File: config.mk
export PLATFORM = sky130hd
export DESIGN_NAME = packet_planner
export DESIGN_NICKNAME = d
export VERILOG_FILES = /design/src/planner_pkg.sv /design/src/packet_planner.sv /design/src/space_allocator.sv /design/src/space_arbiter.sv /design/src/stream_fifo.sv
export SDC_FILE = /design/constraint.sdc
export NUM_CORES = 1
export LEC_CHECK = 0
export BUFFER_PORTS_ARGS = -buffer_cell sky130_fd_sc_hd__buf_2
export CORE_AREA = 5 5 160 162
export CTS_CLUSTER_DIAMETER = 50
export DETAILED_ROUTE_END_ITERATION = 10
export DIE_AREA = 0 0 165 167
export PLACE_DENSITY_LB_ADDON = 0.05
export REMOVE_ABC_BUFFERS = 1
export SYNTH_ARGS = -nofsm -noshare
export SYNTH_HDL_FRONTEND = slang
export SYNTH_SLANG_ARGS = --single-unit
File: constraint.sdc
create_clock -name clk -period 8.3 [get_ports clk]
set_clock_uncertainty 0.15 [all_clocks]
set_input_delay 0.415 -clock clk [delete_from_list [all_inputs] [get_ports clk]]
set_output_delay 0.415 -clock clk [all_outputs]
set_load 0.02 [all_outputs]
File: src/planner_pkg.sv
////////////////////
// Packet space planner shared definitions
// Default parameter values and the space pointer width helper
////////////////////

`default_nettype none

package planner_pkg;

    // Stream side defaults
    localparam int DEF_NUM_STREAMS  = 4;
    localparam int DEF_META_W       = 8;
    localparam int DEF_LEN_W        = 8;

    // Size and alignment of the circular space must be powers of two
    localparam int DEF_SPACE_SIZE   = 256;
    localparam int DEF_ALIGN        = 8;
    localparam int DEF_GAP_SIZE     = 4;

    // Descriptor queue defaults
    localparam int DEF_FIFO_DEPTH   = 4;
    localparam int DEF_AFULL_OFFSET = 1;

    // A space pointer holds the address bits plus one wrap bit so that a
    // full space and an empty space can be told apart
    function automatic int space_ptr_w(input int space_size);
        return $clog2(space_size) + 1;
    endfunction

endpackage

`default_nettype wire
File: src/packet_planner.sv
////////////////////
// Packet space planner top level
// Stream queues, round-robin arbiter and space allocator
////////////////////

`default_nettype none

module packet_planner
    import planner_pkg::*;
#(
    parameter int NUM_STREAMS  = DEF_NUM_STREAMS,
    parameter int META_W       = DEF_META_W,
    parameter int LEN_W        = DEF_LEN_W,
    parameter int SPACE_SIZE   = DEF_SPACE_SIZE,
    parameter int ALIGN        = DEF_ALIGN,
    parameter int GAP_SIZE     = DEF_GAP_SIZE,
    parameter int FIFO_DEPTH   = DEF_FIFO_DEPTH,
    parameter int AFULL_OFFSET = DEF_AFULL_OFFSET,
    localparam int STREAM_W    = (NUM_STREAMS > 1) ? $clog2(NUM_STREAMS) : 1,
    localparam int PTR_W       = space_ptr_w(SPACE_SIZE),
    localparam int ADDR_W      = PTR_W - 1
) (
    input  logic                          clk,
    input  logic                          rst_n,
    input  logic [NUM_STREAMS-1:0]        in_valid,
    output logic [NUM_STREAMS-1:0]        in_ready,
    input  logic [NUM_STREAMS*META_W-1:0] in_meta,
    input  logic [NUM_STREAMS*LEN_W-1:0]  in_len,
    output logic [NUM_STREAMS-1:0]        in_afull,
    input  logic [PTR_W-1:0]              space_rd_ptr,
    output logic [PTR_W-1:0]              space_wr_ptr,
    output logic                          out_valid,
    input  logic                          out_ready,
    output logic [STREAM_W-1:0]           out_stream,
    output logic [META_W-1:0]             out_meta,
    output logic [LEN_W-1:0]              out_len,
    output logic [ADDR_W-1:0]             out_addr
);

    logic [NUM_STREAMS-1:0]        head_valid;
    logic [NUM_STREAMS*META_W-1:0] head_meta;
    logic [NUM_STREAMS*LEN_W-1:0]  head_len;
    logic [NUM_STREAMS-1:0]        grant;
    logic [NUM_STREAMS-1:0]        pop;
    logic                          req_valid;
    logic [STREAM_W-1:0]           req_stream;
    logic [META_W-1:0]             req_meta;
    logic [LEN_W-1:0]              req_len;
    logic                          accept;

    // One descriptor queue per input stream
    for (genvar s = 0; s < NUM_STREAMS; s++) begin : g_stream
        // Only the granted queue loses its head, and only on accept
        assign pop[s] = grant[s] && accept;

        stream_fifo #(
            .META_W       (META_W),
            .LEN_W        (LEN_W),
            .DEPTH        (FIFO_DEPTH),
            .AFULL_OFFSET (AFULL_OFFSET)
        ) fifo_u (
            .clk        (clk),
            .rst_n      (rst_n),
            .in_valid   (in_valid[s]),
            .in_ready   (in_ready[s]),
            .in_meta    (in_meta[s*META_W +: META_W]),
            .in_len     (in_len[s*LEN_W +: LEN_W]),
            .in_afull   (in_afull[s]),
            .pop        (pop[s]),
            .head_valid (head_valid[s]),
            .head_meta  (head_meta[s*META_W +: META_W]),
            .head_len   (head_len[s*LEN_W +: LEN_W])
        );
    end

    space_arbiter #(
        .NUM_STREAMS (NUM_STREAMS),
        .META_W      (META_W),
        .LEN_W       (LEN_W)
    ) arbiter_u (
        .clk        (clk),
        .rst_n      (rst_n),
        .head_valid (head_valid),
        .head_meta  (head_meta),
        .head_len   (head_len),
        .accept     (accept),
        .grant      (grant),
        .req_valid  (req_valid),
        .req_stream (req_stream),
        .req_meta   (req_meta),
        .req_len    (req_len)
    );

    space_allocator #(
        .NUM_STREAMS (NUM_STREAMS),
        .META_W      (META_W),
        .LEN_W       (LEN_W),
        .SPACE_SIZE  (SPACE_SIZE),
        .ALIGN       (ALIGN),
        .GAP_SIZE    (GAP_SIZE)
    ) allocator_u (
        .clk          (clk),
        .rst_n        (rst_n),
        .req_valid    (req_valid),
        .req_stream   (req_stream),
        .req_meta     (req_meta),
        .req_len      (req_len),
        .accept       (accept),
        .space_rd_ptr (space_rd_ptr),
        .space_wr_ptr (space_wr_ptr),
        .out_valid    (out_valid),
        .out_ready    (out_ready),
        .out_stream   (out_stream),
        .out_meta     (out_meta),
        .out_len      (out_len),
        .out_addr     (out_addr)
    );

endmodule

`default_nettype wire

File: src/space_allocator.sv
////////////////////
// Space allocator
// Places each granted packet at the write pointer of the shared
// circular space and registers the planned packet for the output
////////////////////

`default_nettype none

module space_allocator
    import planner_pkg::*;
#(
    parameter int NUM_STREAMS = DEF_NUM_STREAMS,
    parameter int META_W      = DEF_META_W,
    parameter int LEN_W       = DEF_LEN_W,
    parameter int SPACE_SIZE  = DEF_SPACE_SIZE,
    parameter int ALIGN       = DEF_ALIGN,
    parameter int GAP_SIZE    = DEF_GAP_SIZE,
    localparam int STREAM_W   = (NUM_STREAMS > 1) ? $clog2(NUM_STREAMS) : 1,
    localparam int PTR_W      = space_ptr_w(SPACE_SIZE),
    localparam int ADDR_W     = PTR_W - 1
) (
    input  logic                clk,
    input  logic                rst_n,
    input  logic                req_valid,
    input  logic [STREAM_W-1:0] req_stream,
    input  logic [META_W-1:0]   req_meta,
    input  logic [LEN_W-1:0]    req_len,
    output logic                accept,
    input  logic [PTR_W-1:0]    space_rd_ptr,
    output logic [PTR_W-1:0]    space_wr_ptr,
    output logic                out_valid,
    input  logic                out_ready,
    output logic [STREAM_W-1:0] out_stream,
    output logic [META_W-1:0]   out_meta,
    output logic [LEN_W-1:0]    out_len,
    output logic [ADDR_W-1:0]   out_addr
);

    localparam logic [31:0] ALIGN_MASK = 32'(ALIGN - 1);
    localparam logic [31:0] SPACE_LIM  = 32'(SPACE_SIZE);

    logic [PTR_W-1:0] wr_ptr;
    logic [PTR_W-1:0] used;
    logic [31:0]      free_space;
    logic [31:0]      step;
    logic             out_free;
    logic             fits;

    // Packet length plus gap, rounded up to the next alignment boundary
    assign step = (32'(req_len) + 32'(GAP_SIZE) + ALIGN_MASK) & ~ALIGN_MASK;

    // The wrap bit makes the plain difference valid across the space end
    assign used       = wr_ptr - space_rd_ptr;
    assign free_space = SPACE_LIM - 32'(used);
    assign fits       = (step <= free_space);

    // The output register can take a packet when empty or emptied now
    assign out_free = !out_valid || out_ready;
    assign accept   = req_valid && out_free && fits;

    assign space_wr_ptr = wr_ptr;

    always_ff @(posedge clk or negedge rst_n) begin
        if (!rst_n) begin
            wr_ptr    <= '0;
            out_valid <= 1'b0;
        end else begin
            if (accept) begin
                // An accepted step never exceeds the space, so it fits PTR_W
                wr_ptr    <= wr_ptr + step[PTR_W-1:0];
                out_valid <= 1'b1;
            end else if (out_ready) begin
                out_valid <= 1'b0;
            end
        end
    end

    // The planned packet register loads only on accept and so holds
    // while the consumer stalls
    always_ff @(posedge clk) begin
        if (accept) begin
            out_stream <= req_stream;
            out_meta   <= req_meta;
            out_len    <= req_len;
            out_addr   <= wr_ptr[ADDR_W-1:0];
        end
    end

endmodule

`default_nettype wire

File: src/space_arbiter.sv
////////////////////
// Round-robin arbiter over the stream queue heads
////////////////////

`default_nettype none

module space_arbiter
    import planner_pkg::*;
#(
    parameter int NUM_STREAMS = DEF_NUM_STREAMS,
    parameter int META_W      = DEF_META_W,
    parameter int LEN_W       = DEF_LEN_W,
    localparam int STREAM_W   = (NUM_STREAMS > 1) ? $clog2(NUM_STREAMS) : 1
) (
    input  logic                          clk,
    input  logic                          rst_n,
    input  logic [NUM_STREAMS-1:0]        head_valid,
    input  logic [NUM_STREAMS*META_W-1:0] head_meta,
    input  logic [NUM_STREAMS*LEN_W-1:0]  head_len,
    input  logic                          accept,
    output logic [NUM_STREAMS-1:0]        grant,
    output logic                          req_valid,
    output logic [STREAM_W-1:0]           req_stream,
    output logic [META_W-1:0]             req_meta,
    output logic [LEN_W-1:0]              req_len
);

    logic [STREAM_W-1:0] last;
    logic [STREAM_W-1:0] lock_sel;
    logic                locked;
    logic [STREAM_W-1:0] sel;
    logic                found;

    // Search starts one past the last accepted stream. A head that was
    // offered and stalled stays selected until it is accepted
    always_comb begin
        found = 1'b0;
        sel   = '0;
        if (locked) begin
            found = 1'b1;
            sel   = lock_sel;
        end else begin
            for (int i = 1; i <= NUM_STREAMS; i++) begin
                if (!found && head_valid[(int'(last) + i) % NUM_STREAMS]) begin
                    found = 1'b1;
                    sel   = STREAM_W'((int'(last) + i) % NUM_STREAMS);
                end
            end
        end
    end

    assign grant      = NUM_STREAMS'(found) << sel;
    assign req_valid  = found;
    assign req_stream = sel;
    assign req_meta   = head_meta[sel*META_W +: META_W];
    assign req_len    = head_len[sel*LEN_W +: LEN_W];

    always_ff @(posedge clk or negedge rst_n) begin
        if (!rst_n) begin
            // Stream 0 wins the first round
            last     <= STREAM_W'(NUM_STREAMS - 1);
            locked   <= 1'b0;
            lock_sel <= '0;
        end else begin
            if (accept) begin
                last <= sel;
            end
            locked   <= found && !accept;
            lock_sel <= sel;
        end
    end

endmodule

`default_nettype wire

File: src/stream_fifo.sv
////////////////////
// Stream descriptor queue
// Circular register FIFO with almost-full flag and head output
////////////////////

`default_nettype none

module stream_fifo
    import planner_pkg::*;
#(
    parameter int META_W       = DEF_META_W,
    parameter int LEN_W        = DEF_LEN_W,
    parameter int DEPTH        = DEF_FIFO_DEPTH,
    parameter int AFULL_OFFSET = DEF_AFULL_OFFSET
) (
    input  logic              clk,
    input  logic              rst_n,
    input  logic              in_valid,
    output logic              in_ready,
    input  logic [META_W-1:0] in_meta,
    input  logic [LEN_W-1:0]  in_len,
    output logic              in_afull,
    input  logic              pop,
    output logic              head_valid,
    output logic [META_W-1:0] head_meta,
    output logic [LEN_W-1:0]  head_len
);

    localparam int IDX_W = (DEPTH > 1) ? $clog2(DEPTH) : 1;
    localparam int CNT_W = $clog2(DEPTH + 1);

    localparam logic [CNT_W-1:0] FULL_LVL  = CNT_W'(DEPTH);
    localparam logic [CNT_W-1:0] AFULL_LVL = CNT_W'(DEPTH - AFULL_OFFSET);
    localparam logic [IDX_W-1:0] LAST_IDX  = IDX_W'(DEPTH - 1);

    logic [META_W-1:0] meta_mem [DEPTH];
    logic [LEN_W-1:0]  len_mem  [DEPTH];

    logic [IDX_W-1:0] wr_idx;
    logic [IDX_W-1:0] rd_idx;
    logic [CNT_W-1:0] count;
    logic             push;
    logic             do_pop;

    // Ready only drops on a completely full queue
    assign in_ready   = (count != FULL_LVL);
    assign in_afull   = (count >= AFULL_LVL);
    assign head_valid = (count != '0);
    assign head_meta  = meta_mem[rd_idx];
    assign head_len   = len_mem[rd_idx];

    assign push   = in_valid && in_ready;
    assign do_pop = pop && head_valid;

    // Descriptor storage
    always_ff @(posedge clk) begin
        if (push) begin
            meta_mem[wr_idx] <= in_meta;
            len_mem[wr_idx]  <= in_len;
        end
    end

    always_ff @(posedge clk or negedge rst_n) begin
        if (!rst_n) begin
            wr_idx <= '0;
            rd_idx <= '0;
            count  <= '0;
        end else begin
            if (push) begin
                wr_idx <= (wr_idx == LAST_IDX) ? '0 : wr_idx + 1'b1;
            end
            if (do_pop) begin
                rd_idx <= (rd_idx == LAST_IDX) ? '0 : rd_idx + 1'b1;
            end
            // A simultaneous push and pop leaves the fill level alone
            case ({push, do_pop})
                2'b10:   count <= count + 1'b1;
                2'b01:   count <= count - 1'b1;
                default: count <= count;
            endcase
        end
    end

endmodule

`default_nettype wire

# Yosys cells after proc, flatten, opt, wreduce, memory -nomap -nowiden
# Memories as Yosys holds them, arrays and structs flattened.
# Index checks and enable logic that the tools add are counted.
# word_totals
ff_bits	69
ramBits	256
output_inout_bits	44
elab_cells	174
mem_count	8
# op_classes
add_sub_neg	25
magnitude_cmp	9
eq_ne	20
shift	3
mux	47
bitwise_logic	4
n_reduce_logical	37
# mem_list
memory	words	width	rd	rd_ports_with_merged_regs	wr	line	text
g_stream[0].fifo_u.len_mem	4	8	1	0	1	stream_fifo.sv:37	logic [LEN_W-1:0] len_mem [DEPTH];
g_stream[0].fifo_u.meta_mem	4	8	1	0	1	stream_fifo.sv:36	logic [META_W-1:0] meta_mem [DEPTH];
g_stream[1].fifo_u.len_mem	4	8	1	0	1	stream_fifo.sv:37	
g_stream[1].fifo_u.meta_mem	4	8	1	0	1	stream_fifo.sv:36	
g_stream[2].fifo_u.len_mem	4	8	1	0	1	stream_fifo.sv:37	
g_stream[2].fifo_u.meta_mem	4	8	1	0	1	stream_fifo.sv:36	
2 more memories	n/a	n/a	n/a	n/a	n/a	n/a	
# op_table
op	count
$shiftx A32 B6 Y8	2
$add A32 B3 Y32 const B	1
$le A32 B32 Y1	1
$mux W1	26
$mux W2	13
$eq A2 B2 Y1 const B	12
$pmux W3 S2	4
$add A2 B1 Y2 const B	10
$logic_and A1 B1 Y1	18
$lt A3 B4 Y1 const B	4
$add A3 B1 Y3 const B	4
$ge A3 B2 Y1 const B	4
$ne A3 B3 Y1 const B	4
$reduce_bool A3 Y1	4
$sub A3 B1 Y3 const B	4
$reduce_bool A2 Y1	5
$sub A9 B9 Y10 const A	1
$add A8 B3 Y9 const B	1
$add A9 B9 Y9	1
$sub A9 B9 Y9	1
$bmux W1 S2	4
$eq A2 B1 Y1 const B	4
$reduce_or A2 Y1	4
$logic_not A1 Y1	5
4 further kinds	8

# Depth between registers and ports, before layout
# Gate-level depths: netlist of run 1.
# logic_depth
ltp_word	29
mapped_depth	33
ltp_nobuf	30

# By module
# From an unflattened synthesis of run 1, not the netlist that was laid out.
# hier_totals
cells_unflattened	723
hier_area_um2	13814.5
# modules_own_cells
mod	instances	cells_each	area_per_inst_um2	seq_area_each_um2
stream_fifo	4	125	2770.2	2097.0
space_allocator	1	162	1928.1	865.8
space_arbiter	1	57	780.7	127.6
packet_planner	1	4	25.0	0.0

# Worst setup path after synthesis of run 1
# No wires, ideal clock.
# synth_path
path_kind	register to register
startpoint	register arbiter_u.last[0]
endpoint	register g_stream[2].fifo_u.count[2]
setup_ps	79
arrival_time_ps	6116
required_ps	8071
slack_ps	1954
path_stages_with_launch	33
period_less_slack_ps	6346
cell_sequence	dfstp_2 -> buf_4 -> or4b_1 -> o22ai_2 -> a21o_4 -> nor2_2 -> clkbuf_4 -> a211o_1 -> nand2b_1 -> inv_1 -> ha_1 -> inv_1 -> a21oi_1 -> o221a_2 -> maj3_1 -> nand2_1 -> xnor2_1 -> ha_1 -> nand2_1 -> or4_1 -> o21ai_0 -> a2111oi_0 -> nor3_1 -> and2_1 -> clkbuf_1 -> nand2_1 -> nor3_1 -> ha_1 -> inv_1 -> fa_1 -> xor2_1 -> nor2_1 -> xor2_1
# synth_via
elab_chain_cells	27
word_cells_on_any_way	48
cone_classes	6 x add/sub; 1 x order compare; 2 x eq/ne; 2 x shift; 26 x mux; 11 x reduce/logical
# synth_rtl
element	line	text
start: declaration	space_arbiter.sv:28	logic [STREAM_W-1:0] last;
start signal: assignment	space_arbiter.sv:61	last <= STREAM_W'(NUM_STREAMS - 1);
start signal: assignment	space_arbiter.sv:66	last <= sel;
$add A2 B1 Y2	space_arbiter.sv:44, space_arbiter.sv:46	
$bmux W1 S2	space_arbiter.sv:44	if (!found && head_valid[(int'(last) + i) % NUM_STREAMS]) begin
$mux W1 (not written as such) (2 in a row)	space_arbiter.sv:44	
$mux W1	space_arbiter.sv:44	
$mux W1	space_arbiter.sv:39	if (locked) begin
$logic_not A1 Y1	space_arbiter.sv:44	
$logic_and A1 B1 Y1	space_arbiter.sv:44	
$mux W1	space_arbiter.sv:44	
[10 not listed]	n/a	
named net allocator_u.req_len[3]	space_allocator.sv:27	input logic [LEN_W-1:0] req_len,
[1 not listed]	n/a	
$add A32 B3 Y32 *	space_allocator.sv:50	assign step = (32'(req_len) + 32'(GAP_SIZE) + ALIGN_MASK) & ~ALIGN_MASK;
$le A32 B32 Y1 *	space_allocator.sv:55	assign fits = (step <= free_space);
$logic_and A1 B1 Y1 *	space_allocator.sv:59	assign accept = req_valid && out_free && fits;
$logic_and A1 B1 Y1 *	packet_planner.sv:54	assign pop[s] = grant[s] && accept;
$logic_and A1 B1 Y1 *	stream_fifo.sv:53	assign do_pop = pop && head_valid;
named net g_stream[2].fifo_u.do_pop	stream_fifo.sv:43	logic do_pop;
$eq A2 B1 Y1 or $eq A2 B2 Y1 (tied branches)	stream_fifo.sv:76	case ({push, do_pop})
$pmux W3 S2 or $reduce_bool A2 Y1 (tied branches)	n/a	
end signal: assignment	stream_fifo.sv:77	2'b10: count <= count + 1'b1;
end signal: assignment	stream_fifo.sv:78	2'b01: count <= count - 1'b1;
end signal: assignment	stream_fifo.sv:79	default: count <= count;
end: declaration	stream_fifo.sv:41	logic [CNT_W-1:0] count;
# The timed path passes the listed nets; every way through them passes the cells marked *. The select of a mux whose other input is x is not followed.
# A chain may end at the register's enable or synchronous reset.

# Worst setup path in the final report of run 1
# Ends and elaborated chain as after synthesis.

==> impl_metrics.py, run 1 <==
metrics = {
    "global_route": {
        "grt_pass1_vias": 8336,
        "grt_max_degree": 41,
        "grt-ovfl-total": 0,
        "track_usage": 0.224,
        "antenna_found_initial": 0,
        "grt_pass1_wl_mm": 46.8,
    },
    "synthesis": {
        "netlist_top_cells_area": "edfxtp_1 (59%), mux4_2 (10%), dfrtp_1 (6.7%)",
        "synth_common_cells": "edfxtp_1 (279), mux4_2 (64), nand2_1 (52), ha_1 (45)",
        "synth_edf_count": 279,
        "yosys_warnings": 0,
        "synth_seq_cells": 319,
        "async_flop_share": 0.125,
        "synth_top_area_frac": 0.593,
        "synth_largest_area_cell": "edfxtp_1",
        "avgSynthCellArea_sq_um": 16.5,
        "syn_inst": 856,
        "synthFlopType": "edfxtp_1",
        "synth_area_sq_um": 14100,
        "synth_seq_area_share": 0.664,
        "synthDistinctLibCells": 73,
        "yosysMostFrequentCell": "edfxtp_1",
    },
    "route": {
        "routed_wl_mm": 30.1,
        "drt_pass1_iterations": 5,
        "drt_iter0_markers": 636,
        "route.vias.total": 8076,
        "final_antenna_net_count": 0,
        "drc": 0,
        "wl_per_cell_microns": 21.6,
        "viasPerCell": 5.78,
    },
    "timing": {
        "fin_crit_sh": 0.876,
        "fin_crit_ns": 7.27,
        "hold_viol_final": 0,
        "finalSetupTns_ns": 0,
        "tightest_slew_ns": 1.05,
        "relSlewSlack": 0.301,
        "holdWs_ns": 0.112,
        "report.final.slew_viol_count": 0,
        "rsz0062_at_grt": "false",
        "fmax_mhz": 138,
        "setup_violations": 0,
    },
    "layout": {
        "diodes": 0,
        "stdcell_area_sq_um": 16700,
        "utilization": 0.697,
        "fin_nets": 1175,
        "syn_to_final_growth_pct": 18.1,
        "drive_gt1_frac": 0.265,
    },
    "worst_setup_path": {
        "r2r_slack_ns": 1.03,
        "reg2reg_from": "arbiter_u.last[0]$_DFFE_PN1N_",
        "crit_slowest_cell": "dfstp_2",
        "critPathMaxFanout": 29,
        "start_kind": "flip-flop",
        "worstRegToRegCells": 29,
        "worstReg2RegEnd": "g_stream[2].fifo_u.count[2]$_DFFE_PN0P_",
        "cp_data_arrival_time_ns": 7.54,
        "slowest_delay_ns": 0.64,
        "cp-end-kind": "flip-flop",
        "crit_required_ns": 8.57,
        "critical_path_class": "flip-flop to flip-flop",
    },
    "floorplanning": {
        "die_area_sq_um": 27600,
        "rows": 57,
        "core_sq_um": 24000,
        "start_util": 0.590,
        "ios": 124,
        "die_y_microns": 167,
        "die_width_microns": 165,
    },
    "outcome": {
        "status": "finished, final reports clean",
    },
    "clock_network": {
        "root_buffer": "clkbuf_16",
        "clk_pin_slew_ns": 0.06,
        "cts_sinks": 319,
        "cts_buffer_depth": 3,
        "htreeDepth": 2,
        "numCtsBuffers": 36,
        "cts_tree": "done",
        "clock_latency_ns": 0.52,
    },
    "place": {
        "hpwl_mm": 21.0,
        "place_area_sq_um": 15000,
        "placement.io_buffers": 117,
        "gp_congestion": 0.872,
    },
    "worst_hold_path": {
        "min_path_type": "input pin to flip-flop",
        "hp-start": "out_ready",
        "min_path_cells": 3,
        "min_to": "allocator_u.out_valid$_DFFE_PN0P_",
    },
    "run": {
        "max_cap_viol_count": 0,
    },
}
==> critical path, delay by kind of cell, from the launching register on <==
family	cells	cell delay, ns
AOI/OAI and AO/OA	9	1.49
buffers and inverters	4	0.55
DFF	1	0.64
adders and majority gates	4	1.21
xor gates and xnor gates	3	0.66
and+or+nand+nor	9	2.48
==> timing repair <==
action / 4_1_cts / 5_1_grt
gates resized for setup: 0 / 0
buffers inserted: 0 / 0
endpoints found under the hold margin: 294 / 0
hold buffers: 65 / 0
==> layout make-up <==
| class | count | area [sq um] |
|---|---|---|
| Sequential cell | 319 | 9380 |
| Fill cell | 1592 | 7260 |
| Multi-Input combinational cell | 457 | 4370 |
| Timing Repair Buffer | 190 | 1300 |
| Clock buffer | 49 | 981 |
| Tap cell | 324 | 405 |
| Inverter | 41 | 161 |
| Clock inverter | 17 | 108 |
==> through the flow <==
step | setup slack (ns) | instances
2_1_floorplan | 0.800 | 817
3_3_place_gp | 1.41 | 1266
3_5_place_dp | 1.14 | 1266
4_1_cts | 1.07 | 1397
5_1_grt | 0.366 | 1397
6_report | 1.03 | 1397
==> state kept, by name, summed over array words and instances (netlist names), 5 cells and up <==
name / cells
allocator_u.out_meta: 8
allocator_u.out_len: 8
g_stream.fifo_u.count: 12
g_stream.fifo_u.len_mem: 128
g_stream.fifo_u.meta_mem: 128
allocator_u.out_addr: 5
g_stream.fifo_u.wr_idx: 8
g_stream.fifo_u.rd_idx: 8
allocator_u.space_wr_ptr: 6
==> per-layer routing <==
| metal | vias to the layer above | part of all wire | track usage |
|---|---|---|---|
| li1 | 3697 | - | - |
| met1 | 4034 | 0.38 | 0.291 |
| met2 | 283 | 0.52 | 0.376 |
| met3 | 62 | 0.067 | 0.0489 |
| met4 | 0 | 0.035 | 0.0770 |
| met5 | - | 0 | 0 |
==> cell usage in the layout, fill, tap and decap left out, drive strengths merged, types with 16 or more instances in the layout <==
| cell type | synthesis | routed |
|---|---|---|
| nor2 | 26 | 26 |
| a21oi | 16 | 16 |
| edfxtp | 279 | 279 |
| mux2 | 17 | 17 |
| xnor2 | 18 | 18 |
| dlygate4sd3 | 0 | 65 |
| nor3 | 20 | 20 |
| and3 | 27 | 27 |
| inv | 40 | 45 |
| nand2 | 52 | 52 |
| buf | 26 | 125 |
| mux4 | 64 | 64 |
| clkbuf | 19 | 49 |
| o21ai | 18 | 18 |
| ha | 45 | 45 |
| dfrtp | 38 | 38 |
==> how the worst max path moves through the flow <==
stage	from	endpoint	slack (ns)	cells past startpoint
2_1_floorplan	g_stream[3].fifo_u.count[1]$_DFFE_PN0P_	g_stream[2].fifo_u.count[2]$_DFFE_PN0P_	0.80	29
3_3_place_gp	arbiter_u.last[0]$_DFFE_PN1N_	g_stream[2].fifo_u.count[2]$_DFFE_PN0P_	1.41	29
3_5_place_dp	arbiter_u.last[0]$_DFFE_PN1N_	g_stream[2].fifo_u.count[2]$_DFFE_PN0P_	1.14	29
4_1_cts	arbiter_u.last[0]$_DFFE_PN1N_	g_stream[2].fifo_u.count[2]$_DFFE_PN0P_	1.07	29
5_1_grt	g_stream[3].fifo_u.count[1]$_DFFE_PN0P_	g_stream[2].fifo_u.count[2]$_DFFE_PN0P_	0.37	28
6_report	arbiter_u.last[0]$_DFFE_PN1N_	g_stream[2].fifo_u.count[2]$_DFFE_PN0P_	1.03	29
==> cells by family after synthesis <==
group | count (synthesis) | share of synthesized area
other | 1 | 0.000265
DFF | 319 | 0.664
and+or+nand+nor | 181 | 0.0694
muxes | 86 | 0.119
xor gates and xnor gates | 30 | 0.0186
adders and majority gates | 51 | 0.0476
buffers and inverters | 86 | 0.0290
AOI/OAI and AO/OA | 102 | 0.0525
Power of run 1 is not shown: default switching activity piles up to over one toggle a cycle in this logic, so the estimate is an artifact.
==> run 2, diff against run 1 <==
--- a/config.mk
+++ b/config.mk
@@ -6,10 +6,10 @@
 export NUM_CORES = 1
 export LEC_CHECK = 0
 export BUFFER_PORTS_ARGS = -buffer_cell sky130_fd_sc_hd__buf_2
-export CORE_AREA = 5 5 160 162
+export CORE_AREA = 5 5 227 229
 export CTS_CLUSTER_DIAMETER = 50
 export DETAILED_ROUTE_END_ITERATION = 10
-export DIE_AREA = 0 0 165 167
+export DIE_AREA = 0 0 232 234
 export PLACE_DENSITY_LB_ADDON = 0.05
 export REMOVE_ABC_BUFFERS = 1
 export SYNTH_ARGS = -nofsm -noshare
==> constraint.sdc (replaced) <==
create_clock -name clk -period 8.5 [get_ports clk]
set_clock_uncertainty 0.15 [all_clocks]
set_input_delay 0.425 -clock clk [delete_from_list [all_inputs] [get_ports clk]]
set_output_delay 0.425 -clock clk [all_outputs]
set_load 0.02 [all_outputs]
==> run 2 against run 1 <==
Against the previous run: via count shrank 1.7%; fmax shrank 3.6%; final cell count grew 27%; cell area grew 5.4%; first-iteration DRC count shrank 50%; global-route usage shrank 8.7 points; sequential share of layout area shrank 2.9 points; clock-buffer cell count grew 5; non-clock buffer count grew 4; critical path depth shrank 1; critical endpoint unchanged.
==> impl_metrics.py, run 2 (synthesis gave the netlist of run 1 again) <==
metrics = {
    "layout": {
        "register_area_sq_um": 9380,
        "reg_top3": "g_stream.fifo_u.len_mem (128), g_stream.fifo_u.meta_mem (128), g_stream.fifo_u.count (12)",
        "num-fill-cells": 4850,
        "drive_gt1_frac": 0.281,
        "stdcell_count": 1769,
        "syn_to_final_growth_pct": 24.6,
        "multi_input_area_sq_um": 4370,
        "final_cell_mix": "edfxtp_1 (279), buf_2 (117), dlygate4sd3_1 (65)",
        "final_common_cell": "edfxtp_1",
        "utilization": 0.356,
        "fin_nets": 1188,
    },
    "route": {
        "routed_wl_mm": 36.5,
        "final_antenna_net_count": 0,
        "drt_iter0_markers": 319,
        "route.vias.total": 7935,
        "wl_per_cell_microns": 20.6,
        "drc": 0,
        "drt_pass1_iterations": 5,
        "viasPerCell": 4.49,
    },
    "clock_network": {
        "cts_tree": "done",
        "root_buffer": "clkbuf_16",
        "cts_sinks": 319,
        "numCtsBuffers": 45,
        "cts_buffer_depth": 3,
        "clk_pin_slew_ns": 0.06,
        "cts_setup_buffers": 0,
        "htreeDepth": 2,
        "clock_latency_ns": 0.57,
    },
    "timing": {
        "rsz0062_at_grt": "false",
        "setup_violations": 0,
        "relSlewSlack": 0.325,
        "finalSetupTns_ns": 0,
        "fin_crit_ns": 7.54,
        "fmax_mhz": 133,
        "tightest_slew_ns": 1.01,
        "hold_viol_final": 0,
        "report.final.slew_viol_count": 0,
        "setup_slack_ns": 0.957,
        "fin_crit_sh": 0.887,
    },
    "power_and_ir_drop": {
        "power_leakage_nw": 6.47,
        "pwr-share-clk": 0.229,
        "power_density_nw_per_um2": 471,
        "power.internal_w": 0.00504,
        "p_sw_w": 0.00326,
        "swShare": 0.393,
        "p_seq_frac": 0.305,
        "p_comb_frac": 0.466,
        "peakVddDrop_mv": 0.245,
    },
    "place": {
        "gp_congestion": 0.763,
        "place_inst": 1618,
        "placement.io_buffers": 117,
        "post-place-ws_ns": 0.924,
        "hpwl_mm": 25.5,
    },
    "global_route": {
        "antenna_found_initial": 2,
        "grt_pass1_vias": 8584,
        "grt_pass1_wl_mm": 55.2,
        "track_usage": 0.137,
        "grt-ovfl-total": 0,
        "grt_max_degree": 41,
    },
    "floorplanning": {
        "start_util": 0.286,
        "rows": 82,
        "core_sq_um": 49500,
        "die_width_microns": 232,
        "die_y_microns": 234,
        "die_area_sq_um": 54300,
        "ios": 124,
    },
    "worst_setup_path": {
        "cp_data_arrival_time_ns": 7.87,
        "start_kind": "flip-flop",
        "slowest_delay_ns": 0.66,
        "timing.critical_path.max_delay_family": "simple AND/OR/NAND/NOR gates",
        "crit_slowest_cell": "a21oi_1",
        "crit_required_ns": 8.83,
        "cp-end-kind": "flip-flop",
        "critPathMaxFanout": 17,
        "critical_path_class": "flip-flop to flip-flop",
        "critPathBufInv": 3,
    },
    "worst_hold_path": {
        "min_path_type": "input pin to flip-flop",
    },
    "outcome": {
        "status": "finished, final reports clean",
    },
    "run": {
        "max_cap_viol_count": 0,
    },
}
-- run 2: cell count changes in the layout (fill, tap and decap cells not counted), sizes merged --
cell      previous run  this run
bufinv               0         6
diode                0         2
buf                125       129
clkinv              13        15
inv                 45        48
clkbuf              49        54
clkinvlp             0         2
-- run 2: worst register-to-register path: cells and delay by family (launching register included) --
| kind | cells | cell delay, ns |
|---|---|---|
| AOI/OAI and AO/OA | 10 | 2.26 |
| xor gates and xnor gates | 3 | 0.65 |
| adders and majority gates | 4 | 1.20 |
| buffers and inverters | 3 | 0.31 |
| DFF | 1 | 0.44 |
| and+or+nand+nor | 8 | 2.47 |
-- run 2: worst paths after layout --
kind | start | to | slack [ns] | cells after the start
max | g_stream[3].fifo_u.count[0]$_DFFE_PN0P_ | g_stream[2].fifo_u.count[2]$_DFFE_PN0P_ | 0.96 | 28
min | out_ready | allocator_u.out_valid$_DFFE_PN0P_ | 0.12 | 3
max reg2reg | g_stream[3].fifo_u.count[0]$_DFFE_PN0P_ | g_stream[2].fifo_u.count[2]$_DFFE_PN0P_ | 0.96 | 28
min reg2reg | g_stream[0].fifo_u.count[0]$_DFFE_PN0P_ | g_stream[0].fifo_u.count[0]$_DFFE_PN0P_ | 0.40 | 1
max in group asynchronous | rst_n | g_stream[0].fifo_u.count[1]$_DFFE_PN0P_ | 7.44 | 3
min in group asynchronous | rst_n | g_stream[1].fifo_u.wr_idx[1]$_DFFE_PN0P_ | 0.34 | 3
-- run 2: timing repair --
action                                  CTS  global route
endpoints found under the setup margin    0             0
hold buffers                             65             0
gates resized for setup                   0             0
hold endpoints to repair                294             0
-- run 2: per-stage QoR --
step / total power [W] / hold WS, ns / instance area, sq um
floorplan: 0.00520 / -0.0206 / 13900
global placement: 0.00656 / 0.391 / 15400
detailed placement: 0.00652 / 0.399 / 15400
CTS: 0.00849 / 0.0926 / 17600
global route: 0.00896 / 0.142 / 17600
finish: 0.00830 / 0.117 / 17600
-- run 2: power groups by stage --
stage | Sequential [W] | Clock [W] | Combinational [W]
finish | 0.00253 | 0.00190 | 0.00387
global route | 0.00259 | 0.00203 | 0.00433
CTS | 0.00255 | 0.00196 | 0.00398
detailed placement | 0.00258 | 0 | 0.00394
global placement | 0.00258 | 0 | 0.00397
floorplan | 0.00259 | 0 | 0.00261
-- run 2: final cells by class --
| class | instances | area share |
|---|---|---|
| sequential | 319 | 0.533 |
| tap | 672 | 0.0477 |
| clock inverter | 30 | 0.0207 |
| antenna | 2 | 0.000284 |
| clock buffer | 54 | 0.0659 |
| inverter | 41 | 0.00917 |
| timing repair buffer | 194 | 0.0753 |
| multi-input combinational | 457 | 0.248 |
-- run 2: metal layers --
| metal | wire length [microns] | up-vias | global-route usage | share of wire |
|---|---|---|---|---|
| li1 | - | 3738 | - | - |
| met1 | 15500 | 3995 | 0.173 | 0.42 |
| met4 | 766 | 0 | 0.0427 | 0.021 |
| met2 | 18600 | 145 | 0.238 | 0.51 |
| met5 | 0 | - | 0 | 0 |
| met3 | 1630 | 57 | 0.0269 | 0.045 |
Note: power is estimated with default switching activity, not from simulation.
==> run 3, diff against run 2 <==
--- a/config.mk
+++ b/config.mk
@@ -12,6 +12,7 @@
 export DIE_AREA = 0 0 232 234
 export PLACE_DENSITY_LB_ADDON = 0.05
 export REMOVE_ABC_BUFFERS = 1
+export SLEW_MARGIN = 10
 export SYNTH_ARGS = -nofsm -noshare
 export SYNTH_HDL_FRONTEND = slang
 export SYNTH_SLANG_ARGS = --single-unit
==> constraint.sdc (replaced) <==
create_clock -name clk -period 8.5 [get_ports clk]
set_clock_uncertainty 0.15 [all_clocks]
set_input_delay 0.85 -clock clk [delete_from_list [all_inputs] [get_ports clk]]
set_output_delay 0.85 -clock clk [all_outputs]
set_load 0.02 [all_outputs]
==> run 3 against run 2 <==
Against the previous run: fmax grew 1.1%; clock-buffer cell count did not move; flip-flop and latch count stayed put; cell area shrank 3.7%; critical path depth stayed put; global-route usage fell by 0.17 points; via count shrank 3.0%; largest cell class unchanged; non-clock buffer count shrank 65; critical path type unchanged; sequential share of layout area rose by 2.0 points; highest routed layer is now met5; final cell count down 3.7%; utilization shrank 1.3 points; critical endpoint unchanged.
==> impl_metrics.py, run 3 (synthesis gave the netlist of run 1 again) <==
metrics = {
    "layout": {
        "drive_gt1_frac": 0.299,
        "syn_to_final_growth_pct": 20.0,
        "reg_top3": "g_stream.fifo_u.len_mem (128), g_stream.fifo_u.meta_mem (128), g_stream.fifo_u.count (12)",
        "num-fill-cells": 4881,
        "fin_nets": 1123,
        "final_cell_mix": "edfxtp_1 (279), buf_2 (117), mux4_2 (64)",
        "final_common_cell": "edfxtp_1",
    },
    "global_route": {
        "grt_max_degree": 41,
        "grt_pass1_vias": 8263,
        "grt-ovfl-total": 0,
        "antenna_found_initial": 6,
        "grt_pass1_wl_mm": 54.2,
        "track_usage": 0.135,
    },
    "place": {
        "placement.io_buffers": 117,
        "hpwl_mm": 25.5,
        "gp_congestion": 0.763,
    },
    "worst_setup_path": {
        "slowest_delay_ns": 0.66,
        "worstRegToRegCells": 28,
        "cp-end-kind": "flip-flop",
        "start_kind": "flip-flop",
        "worstReg2RegEnd": "g_stream[2].fifo_u.count[2]$_DFFE_PN0P_",
        "r2r_slack_ns": 1.04,
        "cp_data_arrival_time_ns": 7.79,
        "critPathMaxFanout": 17,
        "crit_slowest_cell": "a21oi_1",
        "reg2reg_from": "g_stream[3].fifo_u.count[0]$_DFFE_PN0P_",
        "critical_path.startpoint": "g_stream[3].fifo_u.count[0]$_DFFE_PN0P_",
        "critical_path_class": "flip-flop to flip-flop",
        "crit_end": "g_stream[2].fifo_u.count[2]$_DFFE_PN0P_",
        "crit_required_ns": 8.83,
    },
    "timing": {
        "rsz0062_at_grt": "false",
        "tightest_slew_ns": 0.982,
        "hold_viol_final": 0,
        "fin_crit_sh": 0.878,
        "fin_crit_ns": 7.46,
        "relSlewSlack": 0.345,
        "report.final.slew_viol_count": 0,
        "finalSetupTns_ns": 0,
        "setup_violations": 0,
        "fmax_mhz": 134,
    },
    "clock_network": {
        "numCtsBuffers": 45,
        "clock_latency_ns": 0.57,
        "clk_pin_slew_ns": 0.06,
        "cts_sinks": 319,
        "cts_tree": "done",
        "cts_resized": 0,
        "root_buffer": "clkbuf_16",
        "htreeDepth": 2,
        "cts-hold-fix-buffers": 0,
        "cts_setup_buffers": 0,
        "cts_buffer_depth": 3,
    },
    "floorplanning": {
        "die_width_microns": 232,
        "rows": 82,
        "die_y_microns": 234,
        "start_util": 0.286,
        "die_area_sq_um": 54300,
        "ios": 124,
        "core_sq_um": 49500,
    },
    "route": {
        "final_antenna_net_count": 0,
        "drc": 0,
        "drt_iter0_markers": 334,
        "viasPerCell": 4.52,
        "drt_pass1_iterations": 4,
        "route.vias.total": 7699,
        "routed_wl_mm": 36.0,
        "wl_per_cell_microns": 21.1,
    },
    "worst_hold_path": {
        "min_path_type": "input pin to async pin",
    },
    "outcome": {
        "status": "finished, final reports clean",
    },
    "run": {
        "max_cap_viol_count": 0,
    },
}
## run 3: cell types whose count changed in the layout (fill, tap and decap cells not counted), sizes merged
cell	previous run	this run
dlygate4sd3	65	0
## run 3: worst max-delay path: cells and delay by family (launching register included)
family / cells / cell delay [ns]
and+or+nand+nor: 8 / 2.40
AOI/OAI and AO/OA: 10 / 2.23
adders and majority gates: 4 / 1.20
xor gates and xnor gates: 3 / 0.65
DFF: 1 / 0.44
buffers and inverters: 3 / 0.30
## run 3: cell type report
class / count / area (sq um) / area share
tap: 672 / 841 / 0.0496
clock buffer: 54 / 1160 / 0.0684
inverter: 41 / 161 / 0.00952
clock inverter: 30 / 365 / 0.0215
sequential: 319 / 9380 / 0.553
antenna: 2 / 5.00 / 0.000295
multi-input combinational: 457 / 4370 / 0.258
timing repair buffer: 129 / 676 / 0.0398
## run 3: per-layer routing
metal,up-vias,wire length [microns],GRT usage,part of all wire
met2,144,18300,0.234,0.51
met1,3875,15000,0.170,0.42
met3,65,1840,0.0306,0.051
met5,-,48,0,0.0013
met4,8,786,0.0427,0.022
li1,3607,-,-,-
## run 3: how the worst min path moves through the flow
stage                                          endpoint  depth (start not counted)
4_1_cts        g_stream[1].fifo_u.wr_idx[1]$_DFFE_PN0P_                          2
2_1_floorplan   g_stream[0].fifo_u.count[2]$_DFFE_PN0P_                          1
3_5_place_dp    g_stream[0].fifo_u.count[0]$_DFFE_PN0P_                          1
6_report       g_stream[1].fifo_u.wr_idx[1]$_DFFE_PN0P_                          2
5_1_grt        g_stream[1].fifo_u.wr_idx[1]$_DFFE_PN0P_                          2
3_3_place_gp    g_stream[0].fifo_u.count[0]$_DFFE_PN0P_                          1
## run 3: stage by stage
step | area, sq um | instances | hold slack (ns) | utilization | setup WS, ns
final | 17000 | 1704 | 0.239 | 0.343 | 1.04
after floorplan | 13900 | 817 | 0.354 | - | 1.00
after detailed placement | 15400 | 1618 | 0.399 | 0.312 | 0.924
after global placement | 15400 | 1618 | 0.391 | 0.312 | 1.04
after CTS | 17000 | 1702 | 0.232 | 0.343 | 0.901
after global routing | 17000 | 1702 | 0.283 | 0.343 | 0.238
Power of run 3 is left out for the same reason.
